<file path="config.mk">
export PLATFORM = sky130hd
export DESIGN_NAME = ntt_read_seq
export DESIGN_NICKNAME = d
export VERILOG_FILES = /design/src/design/ntt_shuffle_pkg.sv /design/src/design/ntt_read_seq.sv
export SDC_FILE = /design/constraint.sdc
export NUM_CORES = 1
export LEC_CHECK = 0
export BUFFER_PORTS_ARGS = -buffer_cell sky130_fd_sc_hd__buf_2
export CAP_MARGIN = 0
export CORE_UTILIZATION = 51
export CTS_CLUSTER_DIAMETER = 200
export DETAILED_ROUTE_END_ITERATION = 16
export PLACE_DENSITY = 0.93
export SYNTH_ARGS = -nofsm -noshare
export SYNTH_HDL_FRONTEND = slang
export SYNTH_SLANG_ARGS = --single-unit
</file>
<file path="constraint.sdc">
create_clock -name clk -period 2.85 [get_ports clk]
set_clock_uncertainty 0.2 [all_clocks]
set_input_delay 0.1425 -clock clk [delete_from_list [all_inputs] [get_ports clk]]
set_output_delay 0.1425 -clock clk [all_outputs]
set_load 0.05 [all_outputs]
</file>
<file path="src/design/ntt_shuffle_pkg.sv">
// shared types for the NTT read-side shuffle stage
package ntt_shuffle_pkg;

    // coefficient width, every packed width below is derived from it
    localparam int COEFF_W = 24;

    // coefficient memory depth in words
    localparam int MEM_WORDS = 64;

    // reset value of the sequencer LFSR, must be nonzero
    localparam logic [15:0] LFSR_SEED = 16'hace1;

    typedef logic [COEFF_W-1:0] coeff_t;

    // four coefficients per memory word, lane 0 sits in the low bits
    typedef coeff_t [3:0] quad_t;

    typedef logic [5:0] mem_addr_t;

    // row or column index inside one 4x4 block
    typedef logic [1:0] ptr_t;

    typedef logic [3:0] block_t;

    // one request towards the coefficient memory
    typedef struct packed {
        logic      req;
        logic      we;
        mem_addr_t addr;
        quad_t     wdata;
    } mem_req_t;

    // one drained column, rows 0 to 3 in lanes 0 to 3
    typedef struct packed {
        logic   valid;
        ptr_t   col;
        block_t block;
        quad_t  data;
    } out_word_t;

    typedef enum logic [1:0] {
        IDLE,
        FETCH,
        LAST,
        DRAIN_ONLY
    } seq_state_t;

endpackage

</file>
<file path="src/design/ntt_read_seq.sv">
`timescale 1ns/1ps

module ntt_read_seq #(
    parameter int NUM_BLOCKS = 16
) (
    input  logic                      clk,
    input  logic                      reset_n,
    input  logic                      zeroize,
    input  logic                      start,
    input  logic                      seq_gnt,
    input  logic                      seq_rvalid,
    input  logic                      buf_valid,
    output ntt_shuffle_pkg::mem_req_t seq_out,
    output logic                      wren,
    output logic                      wr_rst_count,
    output logic                      rden,
    output logic                      done,
    output logic                      busy,
    output ntt_shuffle_pkg::ptr_t     wrptr,
    output ntt_shuffle_pkg::ptr_t     rdptr,
    output ntt_shuffle_pkg::ptr_t     out_col,
    output ntt_shuffle_pkg::block_t   out_block,
    output logic                      out_valid
);

    localparam ntt_shuffle_pkg::mem_addr_t LAST_ADDR =
        ntt_shuffle_pkg::mem_addr_t'(NUM_BLOCKS*4 - 1);
    localparam ntt_shuffle_pkg::block_t LAST_BLOCK =
        ntt_shuffle_pkg::block_t'(NUM_BLOCKS - 1);

    ntt_shuffle_pkg::seq_state_t state;
    ntt_shuffle_pkg::mem_addr_t  addr_q;
    ntt_shuffle_pkg::ptr_t       wr_row;
    ntt_shuffle_pkg::ptr_t       start_col;
    ntt_shuffle_pkg::ptr_t       drain_k;
    ntt_shuffle_pkg::block_t     fill_blk;
    ntt_shuffle_pkg::block_t     drain_blk;
    logic                        drain_active;
    logic                        last_col;
    logic [15:0]                 lfsr;

    // the last column of the last block ends the run
    assign last_col = drain_active && (drain_k == 2'd3) && (drain_blk == LAST_BLOCK)
                      && (state == ntt_shuffle_pkg::DRAIN_ONLY);

    // the sequencer only reads, and its address is block times four plus row
    assign seq_out.req   = (state == ntt_shuffle_pkg::FETCH);
    assign seq_out.we    = 1'b0;
    assign seq_out.addr  = addr_q;
    assign seq_out.wdata = '0;

    assign wren         = seq_rvalid;
    assign wrptr        = wr_row;
    assign wr_rst_count = start && (state == ntt_shuffle_pkg::IDLE);
    assign busy         = (state != ntt_shuffle_pkg::IDLE);

    // drain order is the random start column, then onwards modulo four
    assign rden      = drain_active;
    assign rdptr     = ntt_shuffle_pkg::ptr_t'(start_col + drain_k);
    assign out_col   = rdptr;
    assign out_block = drain_blk;
    assign out_valid = drain_active;

    // requests go out in FETCH and LAST waits for the final block to fill
    // DRAIN_ONLY then empties that block while nothing else is in flight
    always_ff @(posedge clk or negedge reset_n) begin
        if (!reset_n) begin
            state  <= ntt_shuffle_pkg::IDLE;
            addr_q <= '0;
            wr_row <= '0;
            done   <= 1'b0;
        end else if (zeroize) begin
            state  <= ntt_shuffle_pkg::IDLE;
            addr_q <= '0;
            wr_row <= '0;
            done   <= 1'b0;
        end else begin
            done <= 1'b0;
            // returned words fill rows 0 to 3 of the current block
            if (seq_rvalid) begin
                wr_row <= wr_row + 2'd1;
            end
            case (state)
                ntt_shuffle_pkg::IDLE: begin
                    if (start) begin
                        state  <= ntt_shuffle_pkg::FETCH;
                        addr_q <= '0;
                        wr_row <= '0;
                    end
                end
                ntt_shuffle_pkg::FETCH: begin
                    // host traffic holds the address until the next grant
                    if (seq_gnt) begin
                        addr_q <= addr_q + 6'd1;
                        if (addr_q == LAST_ADDR) begin
                            state <= ntt_shuffle_pkg::LAST;
                        end
                    end
                end
                ntt_shuffle_pkg::LAST: begin
                    // every earlier block has completed before the final grant
                    if (buf_valid) begin
                        state <= ntt_shuffle_pkg::DRAIN_ONLY;
                    end
                end
                ntt_shuffle_pkg::DRAIN_ONLY: begin
                    if (last_col) begin
                        state <= ntt_shuffle_pkg::IDLE;
                        done  <= 1'b1;
                    end
                end
                default: state <= ntt_shuffle_pkg::IDLE;
            endcase
        end
    end

    // a new full half restarts the column count and picks a fresh start column
    always_ff @(posedge clk or negedge reset_n) begin
        if (!reset_n) begin
            drain_active <= 1'b0;
            drain_k      <= '0;
            start_col    <= '0;
            fill_blk     <= '0;
            drain_blk    <= '0;
        end else if (zeroize || wr_rst_count) begin
            drain_active <= 1'b0;
            drain_k      <= '0;
            start_col    <= '0;
            fill_blk     <= '0;
            drain_blk    <= '0;
        end else if (buf_valid) begin
            drain_active <= 1'b1;
            drain_k      <= '0;
            start_col    <= lfsr[1:0];
            drain_blk    <= fill_blk;
            fill_blk     <= fill_blk + 4'd1;
        end else if (drain_active) begin
            drain_k <= drain_k + 2'd1;
            if (drain_k == 2'd3) begin
                drain_active <= 1'b0;
            end
        end
    end

    // the x^16 + x^14 + x^13 + x^11 Fibonacci LFSR steps only during a run
    always_ff @(posedge clk or negedge reset_n) begin
        if (!reset_n) begin
            lfsr <= ntt_shuffle_pkg::LFSR_SEED;
        end else if (zeroize) begin
            lfsr <= ntt_shuffle_pkg::LFSR_SEED;
        end else if (busy) begin
            lfsr <= {lfsr[14:0], lfsr[15] ^ lfsr[13] ^ lfsr[12] ^ lfsr[10]};
        end
    end

endmodule

</file>
# Yosys cells after proc, flatten, opt, wreduce, memory -nomap -nowiden
# Cells that the tools add are included.
# word_totals
regBits,40
latch_bits,0
ramBits,0
rom_bits,0
elab_cells,75
memories,0
# op_classes
n_addsub,5
multipliers,0
div_mod_pow,0
order_cmp,0
eq_ne,11
n_shift,0
muxes,33
n_bitwise,3
n_reduce_logical,13
# ops
op,n
$mux 16,2
$mux 2,15
$mux 6,3
$mux 4,4
$ne 3x3->1 const B,4
$pmux 6 s2,1
$pmux 2 s4,1
$mux 1,7
$add 6x1->6 const B,1
$eq 2x2->1 const B,3
$eq 6x6->1 const B,1
$reduce_bool 2->1,3
$reduce_bool 3->1,2
$reduce_and 5->1,1
$add 2x1->2 const B,2
$add 4x1->4 const B,1
$eq 4x4->1 const B,1
$logic_and 1x1->1,4
$ne 3x2->1 const B,1
$reduce_and 3->1,1
$xor 1x1->1,3
$add 2x2->2,1
$eq 2x1->1 const B,1
$logic_not 2->1,1
$logic_or 1x1->1,1

# Longest topological paths before layout
# Gate-level depths: netlist (run 1).
# depth
ltp_word,7
mapped_depth,7
ltp_nobuf,6

# Worst setup path after synthesis (run 1)
# No wires, ideal clock.
# synth_path
path_type,reg-to-output
from,reg drain_k[0]
to,out rdptr[1]
t_arrival_ns,1.923
required_ns,2.508
slack_ns,0.585
stages_incl_launch_ff,5
path_buffers,1
path_cell_list,dfrtp_1 > ha_1 > xnor2_1 > xnor2_1 > buf_4
# synth_between
elab_chain_cells,1
# synth_lines
element,line,text
start: declaration,ntt_read_seq.sv:35,ntt_shuffle_pkg::ptr_t drain_k;
start signal: assignment,ntt_read_seq.sv:138,drain_k <= drain_k + 2'd1;
$add 2x2->2,ntt_read_seq.sv:59,assign rdptr = ntt_shuffle_pkg::ptr_t'(start_col + drain_k);
end: declaration,ntt_read_seq.sv:20,"output ntt_shuffle_pkg::ptr_t rdptr,"
# Every way passes these cells.

# Worst setup path after layout (run 1)
# layout_path
from,reg state[1]
to,out busy
# layout_between
elab_chain_cells,1
# layout_lines
element,line,text
start: declaration,ntt_read_seq.sv:31,ntt_shuffle_pkg::seq_state_t state;
start signal: assignment,ntt_read_seq.sv:68,state <= ntt_shuffle_pkg::IDLE;
start signal: assignment,ntt_read_seq.sv:73,state <= ntt_shuffle_pkg::IDLE;
start signal: assignment,ntt_read_seq.sv:86,state <= ntt_shuffle_pkg::FETCH;
$reduce_bool 2->1,ntt_read_seq.sv:55,assign busy = (state != ntt_shuffle_pkg::IDLE);
end: declaration,ntt_read_seq.sv:18,"output logic busy,"
# Every way passes these cells.

==> results of run 1 <==
## flip-flops by register name, indices dropped and copies added, names as in the netlist
register	count
start_col	2
done	1
out_block	4
out_valid	1
addr_q	6
fill_blk	4
wrptr	2
state	2
lfsr	16
drain_k	2
## worst paths after layout
kind / to / from / cells after the start
setup / recovery: busy / state[1] / 5
hold / removal: drain_k[0] / buf_valid / 2
setup reg to reg: addr_q[2] / state[1] / 6
hold reg to reg: lfsr[15] / lfsr[14] / 1
max in group asynchronous: wrptr[1] / reset_n / 2
min in group asynchronous: state[1] / reset_n / 2
## synthesized netlist by cell type
| cell type | count | area [um^2] |
|---|---|---|
| sky130_fd_sc_hd__buf_4 | 102 | 766 |
| sky130_fd_sc_hd__dfrtp_1 | 32 | 801 |
| sky130_fd_sc_hd__nor2_1 | 24 | 90.1 |
| sky130_fd_sc_hd__mux2i_1 | 16 | 160 |
| sky130_fd_sc_hd__nand2_1 | 9 | 33.8 |
| sky130_fd_sc_hd__a211o_1 | 8 | 70.1 |
| sky130_fd_sc_hd__dfstp_2 | 8 | 210 |
| sky130_fd_sc_hd__ha_1 | 8 | 100 |
| sky130_fd_sc_hd__xnor2_1 | 8 | 70.1 |
| sky130_fd_sc_hd__and2_1 | 6 | 37.5 |
| sky130_fd_sc_hd__o21ai_0 | 6 | 30.0 |
| sky130_fd_sc_hd__buf_2 | 5 | 25.0 |
| sky130_fd_sc_hd__nor2b_1 | 5 | 31.3 |
| sky130_fd_sc_hd__inv_1 | 4 | 15.0 |
| sky130_fd_sc_hd__nand3_1 | 4 | 20.0 |
| sky130_fd_sc_hd__a21oi_1 | 3 | 15.0 |
| sky130_fd_sc_hd__nand4_1 | 3 | 18.8 |
| sky130_fd_sc_hd__nor3_1 | 3 | 15.0 |
| sky130_fd_sc_hd__xor2_1 | 3 | 26.3 |
| sky130_fd_sc_hd__a31oi_1 | 2 | 12.5 |
| sky130_fd_sc_hd__and3_1 | 2 | 12.5 |
| sky130_fd_sc_hd__nand2b_4 | 2 | 27.5 |
| sky130_fd_sc_hd__a211oi_1 | 1 | 7.51 |
| sky130_fd_sc_hd__a21o_2 | 1 | 8.76 |
| sky130_fd_sc_hd__a31oi_4 | 1 | 21.3 |
| sky130_fd_sc_hd__a41oi_1 | 1 | 8.76 |
| sky130_fd_sc_hd__buf_1 | 1 | 3.75 |
| sky130_fd_sc_hd__bufinv_8 | 1 | 17.5 |
| sky130_fd_sc_hd__clkbuf_1 | 1 | 3.75 |
| sky130_fd_sc_hd__conb_1 | 1 | 3.75 |
| sky130_fd_sc_hd__nand2b_1 | 1 | 6.26 |
| sky130_fd_sc_hd__nand2b_2 | 1 | 8.76 |
| sky130_fd_sc_hd__nand3b_1 | 1 | 7.51 |
| sky130_fd_sc_hd__nand4b_1 | 1 | 8.76 |
| sky130_fd_sc_hd__nor4_1 | 1 | 6.26 |
| sky130_fd_sc_hd__o21a_1 | 1 | 7.51 |
| sky130_fd_sc_hd__o31ai_1 | 1 | 7.51 |
| sky130_fd_sc_hd__o41ai_1 | 1 | 8.76 |
| sky130_fd_sc_hd__or2_1 | 1 | 6.26 |
| sky130_fd_sc_hd__or4_1 | 1 | 7.51 |
| sky130_fd_sc_hd__or4b_1 | 1 | 10.0 |
## routing by layer
metal | vias to the layer above | global-route usage (%) | share of wire, %
met5 | - | 0 | 0
met4 | 0 | 6.79 | 2.0
met3 | 8 | 4.89 | 5.4
met2 | 66 | 26.1 | 52
met1 | 762 | 17.6 | 40
li1 | 780 | - | -
## layout make-up
cell class,count,share of cell area [%]
Multi-Input combinational cell,224,47.6
Tap cell,70,3.29
Clock buffer,8,3.39
Sequential cell,40,38.0
Timing Repair Buffer,32,6.49
Inverter,5,1.22
## power groups by stage
stage	Sequential [W]	Clock (W)	Combinational [W]
5_1_grt	0.000832	0.000420	0.00132
3_5_place_dp	0.000822	0	0.00121
6_report	0.000812	0.000388	0.00121
4_1_cts	0.000812	0.000399	0.00122
3_3_place_gp	0.000817	0	0.00118
2_1_floorplan	0.000851	0	0.00113
## through the flow
| stage | hold WS [ns] | std cells | instance area (um^2) | total power [W] |
|---|---|---|---|---|
| final | 0.0615 | 379 | 2660 | 0.00241 |
| after global placement | 0.100 | 369 | 2550 | 0.00200 |
| after CTS | 0.0483 | 379 | 2660 | 0.00243 |
| after floorplan | -0.353 | 378 | 3110 | 0.00198 |
| after global routing | 0.0768 | 379 | 2660 | 0.00257 |
| after detailed placement | 0.110 | 369 | 2550 | 0.00203 |
## cells by family (layout without fill, tap and decap cells)
| kind of cell | after synthesis | in the layout | share of synthesized area (%) |
|---|---|---|---|
| xor gates and xnor gates | 11 | 11 | 3.51 |
| buffers and inverters | 114 | 45 | 30.2 |
| DFF | 40 | 40 | 36.8 |
| adders and majority gates | 8 | 8 | 3.64 |
| other | 1 | 97 | 0.136 |
| muxes | 16 | 16 | 5.83 |
| and+or+nand+nor | 66 | 66 | 12.7 |
| AOI/OAI and AO/OA | 26 | 26 | 7.20 |
## timing repair
item	in CTS	in global routing
endpoints found under the hold margin	33	0
hold buffers	2	0
setup buffers	0	0
==> results.md, run 1 <==
- The flow ran to the end, and the final reports show no timing, DRC or antenna violations.
- For this run the aggregate overflow at the end of global routing stands at 0.
- The count of cell types in the netlist is 41.
- The startpoint class of the critical path is a register.
- Combinational cells account for ~50% of the total power.
- The total negative slack for setup checks is 0 ns.
- The detailed placer's ending HPWL is roughly 3 mm.
- The share of the clock period used by the worst path after layout is roughly 80%.
- The worst pin sits at a relative slew slack of 42.7%.
- After clock tree synthesis, the clock-pin slew on the worst setup and hold paths is roughly 0.080 ns.
- After detailed routing, the number of remaining DRC violations is 0.
- Net switching is a little under half of the power.
- The total count of hold-check failures in the final report was 0.
- The floorplan has 26 rows.
- The category of the critical setup timing path is register to primary output.
- Power spread over the standard cell area amounts to ~910 mW/mm^2.
- The floorplan die height is around 75 um.
- The first global-routing pass estimated approximately 6.4 mm of wire.
- Counting every sink on the clock net gives 40.
- The flip-flop and latch area is ~0.0010 mm^2.
- The post-synthesis average cell area is roughly 10 um^2.
- The register area share after synthesis is a little under two fifths.
- The setup check on the worst reg-to-reg path leaves a slack of a little over 0.8 ns.
- The die area is between 0.005 and 0.006 mm^2.
- Prior to clock tree synthesis, the placed netlist has a worst setup slack of approximately 0.83 ns.
- TritonCTS created 5 clock buffers.
- The fraction of the core area covered by cells at the end of the flow is between 50% and 60%.
- The internal power component is about 0.0013 W.
- TritonCTS built the clock tree.
- The initial DRC count is 71.
- The maximum number of pins on one net before global-route repair is 41.
- For this configuration, the core starts out at a cell density of a little over half.
- The net count of the finished layout is 323.
- After layout, the minimum clock period comes to ~2.3 ns.
- Yosys printed 0 warnings.
- The final routed wirelength across all metal layers is between 4 and 5 mm.
- The I/O pin total is 127.
- The core region is about 0.005 mm^2.
- The power spent charging and discharging nets is 0.00113 W.
- The critical path arrival is 1.93 ns.
- The critical path buffer and inverter count is 4.
- Sequential cells burn approximately 34% of the power.
- The overall track demand over capacity in global routing is between 10% and 20%.
- The count of buffers added on input and output ports is 29.
- The cell type of the slowest stage on the worst timing path is sky130_fd_sc_hd__dfrtp_1.
- The number of antenna diodes in the final layout is 0.
- Once detail routing completed, the nets flagged for antenna violations numbered 0.
- The number of global-route vias before repair was about 1400.
- The highest attainable clock frequency is about 440 MHz.
- Summing all multi-input logic gate instances after layout gives about 0.0013 mm^2.
- The gate family responsible for the most delay along the worst path is buffers and inverters.
- The top cell types in the final layout, fill and taps aside, are sky130_fd_sc_hd__conb_1 (97), sky130_fd_sc_hd__dfrtp_1 (32), sky130_fd_sc_hd__buf_2 (29), sky130_fd_sc_hd__nor2_1 (24), sky130_fd_sc_hd__mux2i_1 (16).
- The total setup violations reported at the end of the flow is 0.
- The average wire length per cell after detail routing is approximately 11 um.
- The iteration count of the initial detailed-routing pass is 4.
- The via count normalized by instance count is 4.26.
- Along the worst path, the maximum fanout reaches 20.
- Traced cell by cell, the critical path runs through bufinv_8 > ha_1 > buf_4 > inv_1 > buf_2.
- The peak per-stage delay on the critical path is 0.43 ns.
- For the worst-skew pair, the clock arrives at the later sink with an insertion delay of ~0.30 ns.
- Setup slack closes at ~0.58 ns.
- No sink is reached through more buffers than the 2 on the longest clock path.
- The number of antenna violations at the first check in global routing is 0.
- The endpoint type of the worst setup path is a primary output.
- The worst endpoint required time is approximately 2.5 ns.
- The number of resized instances in the post-cts repair step is 0.
- The gate count after technology mapping is 282.
- At the end of routability-driven placement, the weighted congestion stood at 0.758.
- Leaving out fill and tap cells, the most frequent cell in the layout is sky130_fd_sc_hd__conb_1.
- The min-delay analysis places its worst path in the category input port to register.
- The actual transition at the worst max-transition pin is about 0.86 ns.
- The CTS root buffer is sky130_fd_sc_hd__clkbuf_8.
- Setup repair after global routing left no endpoint under its margin.
- Max-cap violations in this run came to 0.
- From left edge to right edge, the die measures about 75 um.
- The synthesized netlist occupies a cell area of approximately 0.0027 mm^2.
- The share of post-route cells with drive strength above 1 is approximately 16%.
- The layout has between 400 and 500 filler cells.
- The synthesis-to-finish area growth is -3.19%.
- The routed via count is 1616.
- The H-tree level count is 2.
- In this run, the clock network consumes around 16% of the power.
- Counting flops and latches in the post-synthesis netlist gives 40.
- The largest vdd supply drop is slightly below 0.0005 V.
- The leakage power is approximately 1.4 nW.
- The number of pins exceeding their max-slew limit in the final report is 0.
No activity file was read; power rests on OpenSTA's default activity.
==> run 2: changes to the inputs <==
--- a/config.mk
+++ b/config.mk
@@ -7,10 +7,10 @@
 export LEC_CHECK = 0
 export BUFFER_PORTS_ARGS = -buffer_cell sky130_fd_sc_hd__buf_2
 export CAP_MARGIN = 0
-export CORE_UTILIZATION = 51
+export CORE_UTILIZATION = 43
 export CTS_CLUSTER_DIAMETER = 200
 export DETAILED_ROUTE_END_ITERATION = 16
-export PLACE_DENSITY = 0.93
+export PLACE_DENSITY = 0.84
 export SYNTH_ARGS = -nofsm -noshare
 export SYNTH_HDL_FRONTEND = slang
 export SYNTH_SLANG_ARGS = --single-unit
==> constraint.sdc (replaced) <==
create_clock -name clk -period 2 [get_ports clk]
set_clock_uncertainty 0.2 [all_clocks]
set_input_delay 0.1 -clock clk [delete_from_list [all_inputs] [get_ports clk]]
set_output_delay 0.1 -clock clk [all_outputs]
set_load 0.05 [all_outputs]
==> run 2 against run 1 <==
Compared with the run above:
- cell area increased by 2.1%
- final cell count up 1.8%
- non-clock buffer count rose by 2
- utilization fell by 6.7 points
- total power rose by 48%
- critical path depth did not move
- sequential share of layout area shrank 0.79 points
- clock-buffer cell count is the same
- critical path type unchanged
- largest cell class unchanged
==> results.md, run 2 (synthesis results as in run 1) <==
- The count of port buffers added during placement is 29.
- The worst min-delay path category is input port to register.
- The power density normalized to cell area is roughly 1300 mW/mm^2.
- Clock latency on the worst-skew pair, taken at its later pin, is 0.29 ns.
- The total non-filler cell area in the finished layout is approximately 0.0027 mm^2.
- lfsr holds more flip-flops than any other register.
- The detailed placer's ending HPWL is 3.25 mm.
- Static timing analysis puts the maximum clock frequency at 526 MHz.
- For this design the top-level I/O count stands at between 100 and 150.
- The startpoint of the worst register-to-register path is state[1].
- The longest clock path from root to sink contains 2 buffers.
- After floorplanning, the core was sized to cover about 0.0060 mm^2.
- At the worst endpoint, the arrival time is ~1.6 ns.
- The path with the worst hold slack has its endpoint at drain_k[0].
- The clock-pin slew reported for the worst setup and hold paths after clock tree synthesis is about 0.070 ns.
- The first global-routing pass estimated approximately 6.9 mm of wire.
- In the final design database the tool counted around 330 nets.
- The cell count of the worst reg-to-reg path is 6.
- The number of pins exceeding their max-slew limit in the final report is 0.
- The CTS sink count is 40.
- The initial core utilization is approximately 46%.
- 0 antenna diodes ended up in the layout.
- The relative contribution of sequential cells to total power is approximately a third.
- After detailed routing, the average wire length per cell comes to between 10 and 15 um.
- The clock network is responsible for between 15 and 20% of the overall power.
- Relative to the synthesized area, the layout overhead comes to -1.14%.
- The startpoint class of the critical path is a register.
- At the worst endpoint, the required time is between 1.5 and 2 ns.
- The run finished with clean final reports.
- The CTS root buffer is sky130_fd_sc_hd__clkbuf_8.
- The via count normalized by instance count is 4.30.
- The final critical path takes up between 90 and 100% of the cycle.
- The overall track demand over capacity in global routing is roughly 14%.
- The first TritonRoute pass finished after 4 iterations.
- The endpoint identified for the worst register-to-register timing path is addr_q[4].
- Headroom to the max-slew limit came out at around 66%.
- The power spent charging and discharging nets is ~0.0017 W.
- The start point of the worst hold path is buf_valid.
- The width of the die is around 82 um.
- The die area is 0.00671 mm^2.
- The actual transition at the worst max-transition pin is around 0.51 ns.
- The final routed wirelength across all metal layers is between 4 and 5 mm.
- The commonest non-fill, non-tap cell in the layout is sky130_fd_sc_hd__conb_1.
- The DRC violations left is 0.
- The endpoint type of the worst setup path is a primary output.
- The CTS tree is yes.
- The worst hold path was traced through 2 stages.
- The flip-flop and latch area is 0.00101 mm^2.
- The total congestion overflow after global routing is 0.
- The multi-input logic area is 0.00129 mm^2.
- The time the worst path needs with I/O delays and setup is roughly 1.9 ns.
- In the final layout, the share of cells above drive strength 1 is 18.0%.
- The category of the critical setup timing path is register to primary output.
- The number of maximum-capacitance constraint violations is 0.
- The setup slack of the most critical reg-to-reg path is about 0.1 ns.
- The largest registers in the layout are lfsr (16), addr_q (6).
- The leakage power is 1.47 nW.
- The number of fill cells is 557.
- The worst-case IR drop observed on VDD is a little under 0.0007 V.
- The routed via count is about 1700.
- Of all nets on the critical path, the largest fanout is 20.
- The total negative slack for setup checks is 0 ns.
- The maximum number of pins on one net before global-route repair is 41.
- The combinational fraction of design power is 52.0%.
- Setup violations remaining at the end of the flow were counted as 0.
- The row count is 28.
- Routability-driven placement finished with a final weighted congestion of between 0.7 and 0.8.
- The total count of hold-check failures in the final report came to 0.
- Setup repair after global routing left no endpoint under its margin.
- The number of antenna violations at the first check in global routing is 0.
- The placed instances occupy a cell area of 0.00258 mm^2.
- The library cells used most frequently in the layout, excluding fill and tap cells, are sky130_fd_sc_hd__conb_1 (97), sky130_fd_sc_hd__dfrtp_1 (32), sky130_fd_sc_hd__buf_2 (28), sky130_fd_sc_hd__nor2_1 (24), sky130_fd_sc_hd__mux2i_1 (16).
- In this run, the number of DRC markers left after iteration 0 of detailed routing was 92.
- Net switching is a little under half of the power.
- The remaining antenna violation count after routing is 0.
- The floorplan die height is approximately 82 um.
- The number of CTS-inserted buffers is 5.
- The internal power component is ~0.0019 W.
- The number of flip-flops in the largest register is 16.
- The number of global-route vias before repair was about 1500.
- The H-tree generated during clock tree synthesis spans 2 levels.
-- run 2: area by class of cell --
cell class / count / area share, %
flip-flops and latches: 40 / 37.2
repair buffers: 34 / 7.28
multi-input cells: 224 / 47.5
well taps: 75 / 3.45
inverters: 5 / 1.20
clock buffers: 8 / 3.32
-- run 2: metal layers --
layer / track usage (%) / share of wire (%) / vias to the layer above
met3: 3.78 / 4.8 / 7
met5: 0 / 0 / -
met1: 15.7 / 39 / 813
met2: 24.4 / 55 / 61
li1: - / - / 780
met4: 4.04 / 1.4 / 0
-- run 2: timing repair --
action | 4_1_cts | 5_1_grt
buffers inserted | 0 | 0
cloned | 0 | 0
pin swaps | 0 | 0
hold buffers | 2 | 0
endpoints found under the setup margin | 1 | 1
gates resized for setup | 4 | 2
hold endpoints to repair | 34 | 0
-- run 2: power by group through the flow --
stage                     logic (W)  clock network [W]  registers, W
final                       0.00185           0.000547       0.00116
after global routing        0.00200           0.000603       0.00119
after CTS                   0.00185           0.000560       0.00117
after detailed placement    0.00178                  0       0.00118
after global placement      0.00172                  0       0.00116
after floorplan             0.00162                  0       0.00121
-- run 2: how the worst max path moves through the flow --
stage,start,end,slack [ns],cells past startpoint
final,state[0],busy,0.10,5
after global routing,state[0],busy,0.004,5
after CTS,state[1],busy,0.04,5
after detailed placement,state[1],lfsr[5],0.05,5
after global placement,state[1],state[1],0.14,6
after floorplan,state[1],addr_q[4],0.03,6
-- run 2: per-stage QoR --
stage	setup WS [ns]	utilization (%)	total power, W	cells	hold slack, ns
after floorplan	0.0295	-	0.00283	378	-0.396
after global placement	0.138	42.9	0.00288	376	-0.0196
after detailed placement	0.0534	42.9	0.00296	376	-0.0130
after CTS	0.0405	45.0	0.00357	386	0.0322
after global routing	0.00425	45.1	0.00379	386	0.0495
final	0.100	45.1	0.00356	386	0.0353
-- run 2: critical path: stages, from the launching register on --
cell and delay (ns):
sky130_fd_sc_hd__dfrtp_1 0.43, sky130_fd_sc_hd__inv_1 0.15, sky130_fd_sc_hd__ha_4 0.21, sky130_fd_sc_hd__buf_8 0.19
sky130_fd_sc_hd__inv_1 0.13, sky130_fd_sc_hd__buf_4 0.21
==> run 3: changes to the inputs <==
--- a/config.mk
+++ b/config.mk
@@ -10,6 +10,7 @@
 export CORE_UTILIZATION = 43
 export CTS_CLUSTER_DIAMETER = 200
 export DETAILED_ROUTE_END_ITERATION = 16
+export HOLD_SLACK_MARGIN = 0.15
 export PLACE_DENSITY = 0.84
 export SYNTH_ARGS = -nofsm -noshare
 export SYNTH_HDL_FRONTEND = slang
==> run 3 against run 2 <==
Compared with the run above:
- fmax hardly changed
- sequential power barely moved
- cell area grew 1.5%
- die area did not move
- hold slack improved by 0.15 ns
- via count rose by 1.1%
- total power increased by 0.17%
- critical path depth is the same
- first-iteration DRC count increased by 11%
- critical endpoint unchanged
==> results.md, run 3 (synthesis results as in run 1) <==
- The overall track demand over capacity in global routing is 13.7%.
- The clock-pin slew reported for the worst setup and hold paths after clock tree synthesis is about 0.08 ns.
- Setup repair after global routing left no endpoint under its margin.
- The total instance count after detailed placement is roughly 380.
- Traced cell by cell, the critical path runs through inv_1 > ha_4 > buf_8 > inv_1 > buf_4.
- The number of maximum-capacitance constraint violations is 0.
- The relative contribution of sequential cells to total power is around a third.
- The register with the highest flop count is lfsr.
- The register with the most flip-flops in the layout has 16 of them.
- Global routing finished with a remaining overflow of 0.
- Relative to the synthesized area, the layout overhead comes to 0.319%.
- The routed via count is about 1700.
- The die area is approximately 0.0067 mm^2.
- The most repeated library cell on the critical path is sky130_fd_sc_hd__inv_1.
- The combinational fraction of design power is 52.1%.
- 0 antenna diodes ended up in the layout.
- The final routed wirelength across all metal layers is between 4 and 5 mm.
- The fraction of power consumed by the clock network is around 15%.
- The run finished with clean final reports.
- After the last flow step, the layout net total stands at 329.
- For the pin with the worst max-slew slack, the measured transition is around 0.5 ns.
- The total count of hold-check failures in the final report came to 0.
- Across all setup checks in the final design, the least slack found is roughly 0.10 ns.
- The worst setup path is captured at a primary output.
- For the worst setup path, the data arrival time is approximately 1.6 ns.
- The floorplan die height is between 80 and 90 um.
- Buffers added to address setup during post-CTS repair amount to 0.
- The CTS root buffer is sky130_fd_sc_hd__clkbuf_8.
- The first global-routing pass estimated around 7 mm of wire.
- The worst pin sits at a relative slew slack of approximately 66%.
- For this run, design rule violations remaining after detail routing come to 0.
- The pre-CTS setup slack is 0.0534 ns.
- Across the VDD grid, the largest voltage drop is a little under 0.0007 V.
- The analysis attributes to cell leakage a power of roughly 1.5 nW.
- Clock tree synthesis found a total of 40 sinks.
- The analysis attributes to net switching a power of ~0.0017 W.
- Along the worst path, the maximum fanout reaches 20.
- Setup total negative slack on the finished layout was measured at 0 ns.
- The clock insertion delay at the later pin of the skew report is a little under 0.3 ns.
- In the layout the commonest cells are sky130_fd_sc_hd__conb_1 (97), sky130_fd_sc_hd__dfrtp_1 (32), sky130_fd_sc_hd__buf_2 (28), sky130_fd_sc_hd__nor2_1 (24), sky130_fd_sc_hd__mux2i_1 (16).
- After the first detailed-routing iteration, the DRC count stood at ~100.
- For this run, the detailed router's first-pass iteration total came to 4.
- The I/O pin total is 127.
- In this run, CTS created clock tree buffers numbering 5.
- The die is approximately 82 um wide.
- Entering global routing, the biggest net connects ~40 pins.
- The startpoint class of the critical path is a register.
- The detailed placer's ending HPWL is about 3.3 mm.
- The number of antenna violations at the first check in global routing was 0.
- The category of the critical setup timing path is register to primary output.
- The number of pins exceeding their max-slew limit in the final report came to 0.
- The power density normalized to cell area is around 1300 mW/mm^2.
- The remaining antenna violation count after routing is 0.
- The worst min-delay path category is input port to asynchronous set/reset pin.
- The average wire length per cell after detail routing is ~11 um.
- The cell type of the slowest stage on the worst timing path is sky130_fd_sc_hd__dfrtp_1.
- The number of global-route vias before repair is between 1000 and 1500.
- The total area inside the core boundary comes to 0.00603 mm^2.
- The clock tree synthesis step divided the H-tree into 2 levels.
- The finished layout holds between 300 and 400 standard cells, fillers aside.
- The highest attainable clock frequency is 526 MHz.
- Cells with a size suffix above 1 make up approximately 18% of the layout.
- Counting I/O delays and the setup requirement, the final critical path takes approximately 1.9 ns.
- Dividing the final minimum period by the clock period gives roughly 95%.
- The initial core utilization is a little under half.
- Setup violations remaining at the end of the flow were counted as 0.
- The row count is 28.
- During placement, the flow inserted port buffers numbering 29.
- The peak per-stage delay on the critical path is 0.43 ns.
- Net switching is a little under half of the power.
- The global placement routability congestion is 0.705.
- The commonest non-fill, non-tap cell in the layout is sky130_fd_sc_hd__conb_1.
- The number of buffers and inverters on the critical path is 4.
- The largest registers in the layout are lfsr (16), addr_q (6).
- TritonCTS built the clock tree.
- The maximum count of clock buffers along a single path is 2.
- The worst endpoint required time is approximately 1.7 ns.
- The internal power component is 0.00190 W.
- The gate family responsible for the most delay along the worst path is buffers and inverters.
- The via count normalized by instance count is around 4.3.
- Total power for the finished layout comes to ~0.0036 W.
==> run 3: changes by cell type in the layout (fill, tap and decap cells not counted), sizes merged <==
| cell | change |
|---|---|
| dlygate4sd3 | +4 |
==> run 3: path summary, 6_finish.rpt <==
check / from / end / slack (ns) / depth (start not counted)
worst max-delay path: state[0] / busy / 0.10 / 5
min in group clk: lfsr[9] / lfsr[10] / 0.30 / 1
max in group asynchronous: reset_n / lfsr[15] / 1.04 / 3
worst max register to register: state[1] / addr_q[4] / 0.10 / 6
worst min-delay path: reset_n / lfsr[12] / 0.19 / 3
worst min register to register: lfsr[9] / lfsr[10] / 0.30 / 1
==> run 3: final cells by class <==
class | instances | area, um^2
Sequential cell | 40 | 1010
Tap cell | 75 | 93.8
Clock buffer | 8 | 90.1
Fill cell | 559 | 3270
Timing Repair Buffer | 38 | 238
Inverter | 5 | 32.5
Multi-Input combinational cell | 224 | 1290
==> run 3: per-stage QoR <==
stage / instance area, um^2 / hold WS, ns / util, %
floorplan: 3120 / -0.396 / -
global placement: 2580 / -0.0196 / 42.9
detailed placement: 2580 / -0.0130 / 42.9
CTS: 2750 / 0.199 / 45.7
global route: 2760 / 0.263 / 45.7
finish: 2760 / 0.186 / 45.7
==> run 3: power groups by stage <==
stage          sequential [W]  clock, W  combinational [W]
6_report              0.00116  0.000547            0.00186
5_1_grt               0.00119  0.000603            0.00200
4_1_cts               0.00117  0.000560            0.00185
3_5_place_dp          0.00118         0            0.00178
3_3_place_gp          0.00116         0            0.00172
2_1_floorplan         0.00121         0            0.00162
==> run 3: metal layers <==
layer	GRT usage, %	part of all wire (%)
met1	15.9	39
met2	24.4	55
met3	3.78	4.8
met4	4.04	1.3
met5	0	0
==> run 3: tightest hold or removal path, stage by stage <==
cell and delay [ns]:
sky130_fd_sc_hd__dlygate4sd3_1 0.51, sky130_fd_sc_hd__buf_2 0.09, sky130_fd_sc_hd__buf_4 0.42
==> run 3: what timing repair did <==
item / CTS / global route
gates resized for setup: 4 / 2
endpoints found under the hold margin: 70 / 0
endpoints found under the setup margin: 1 / 1
hold buffers: 6 / 0
gates cloned: 0 / 0
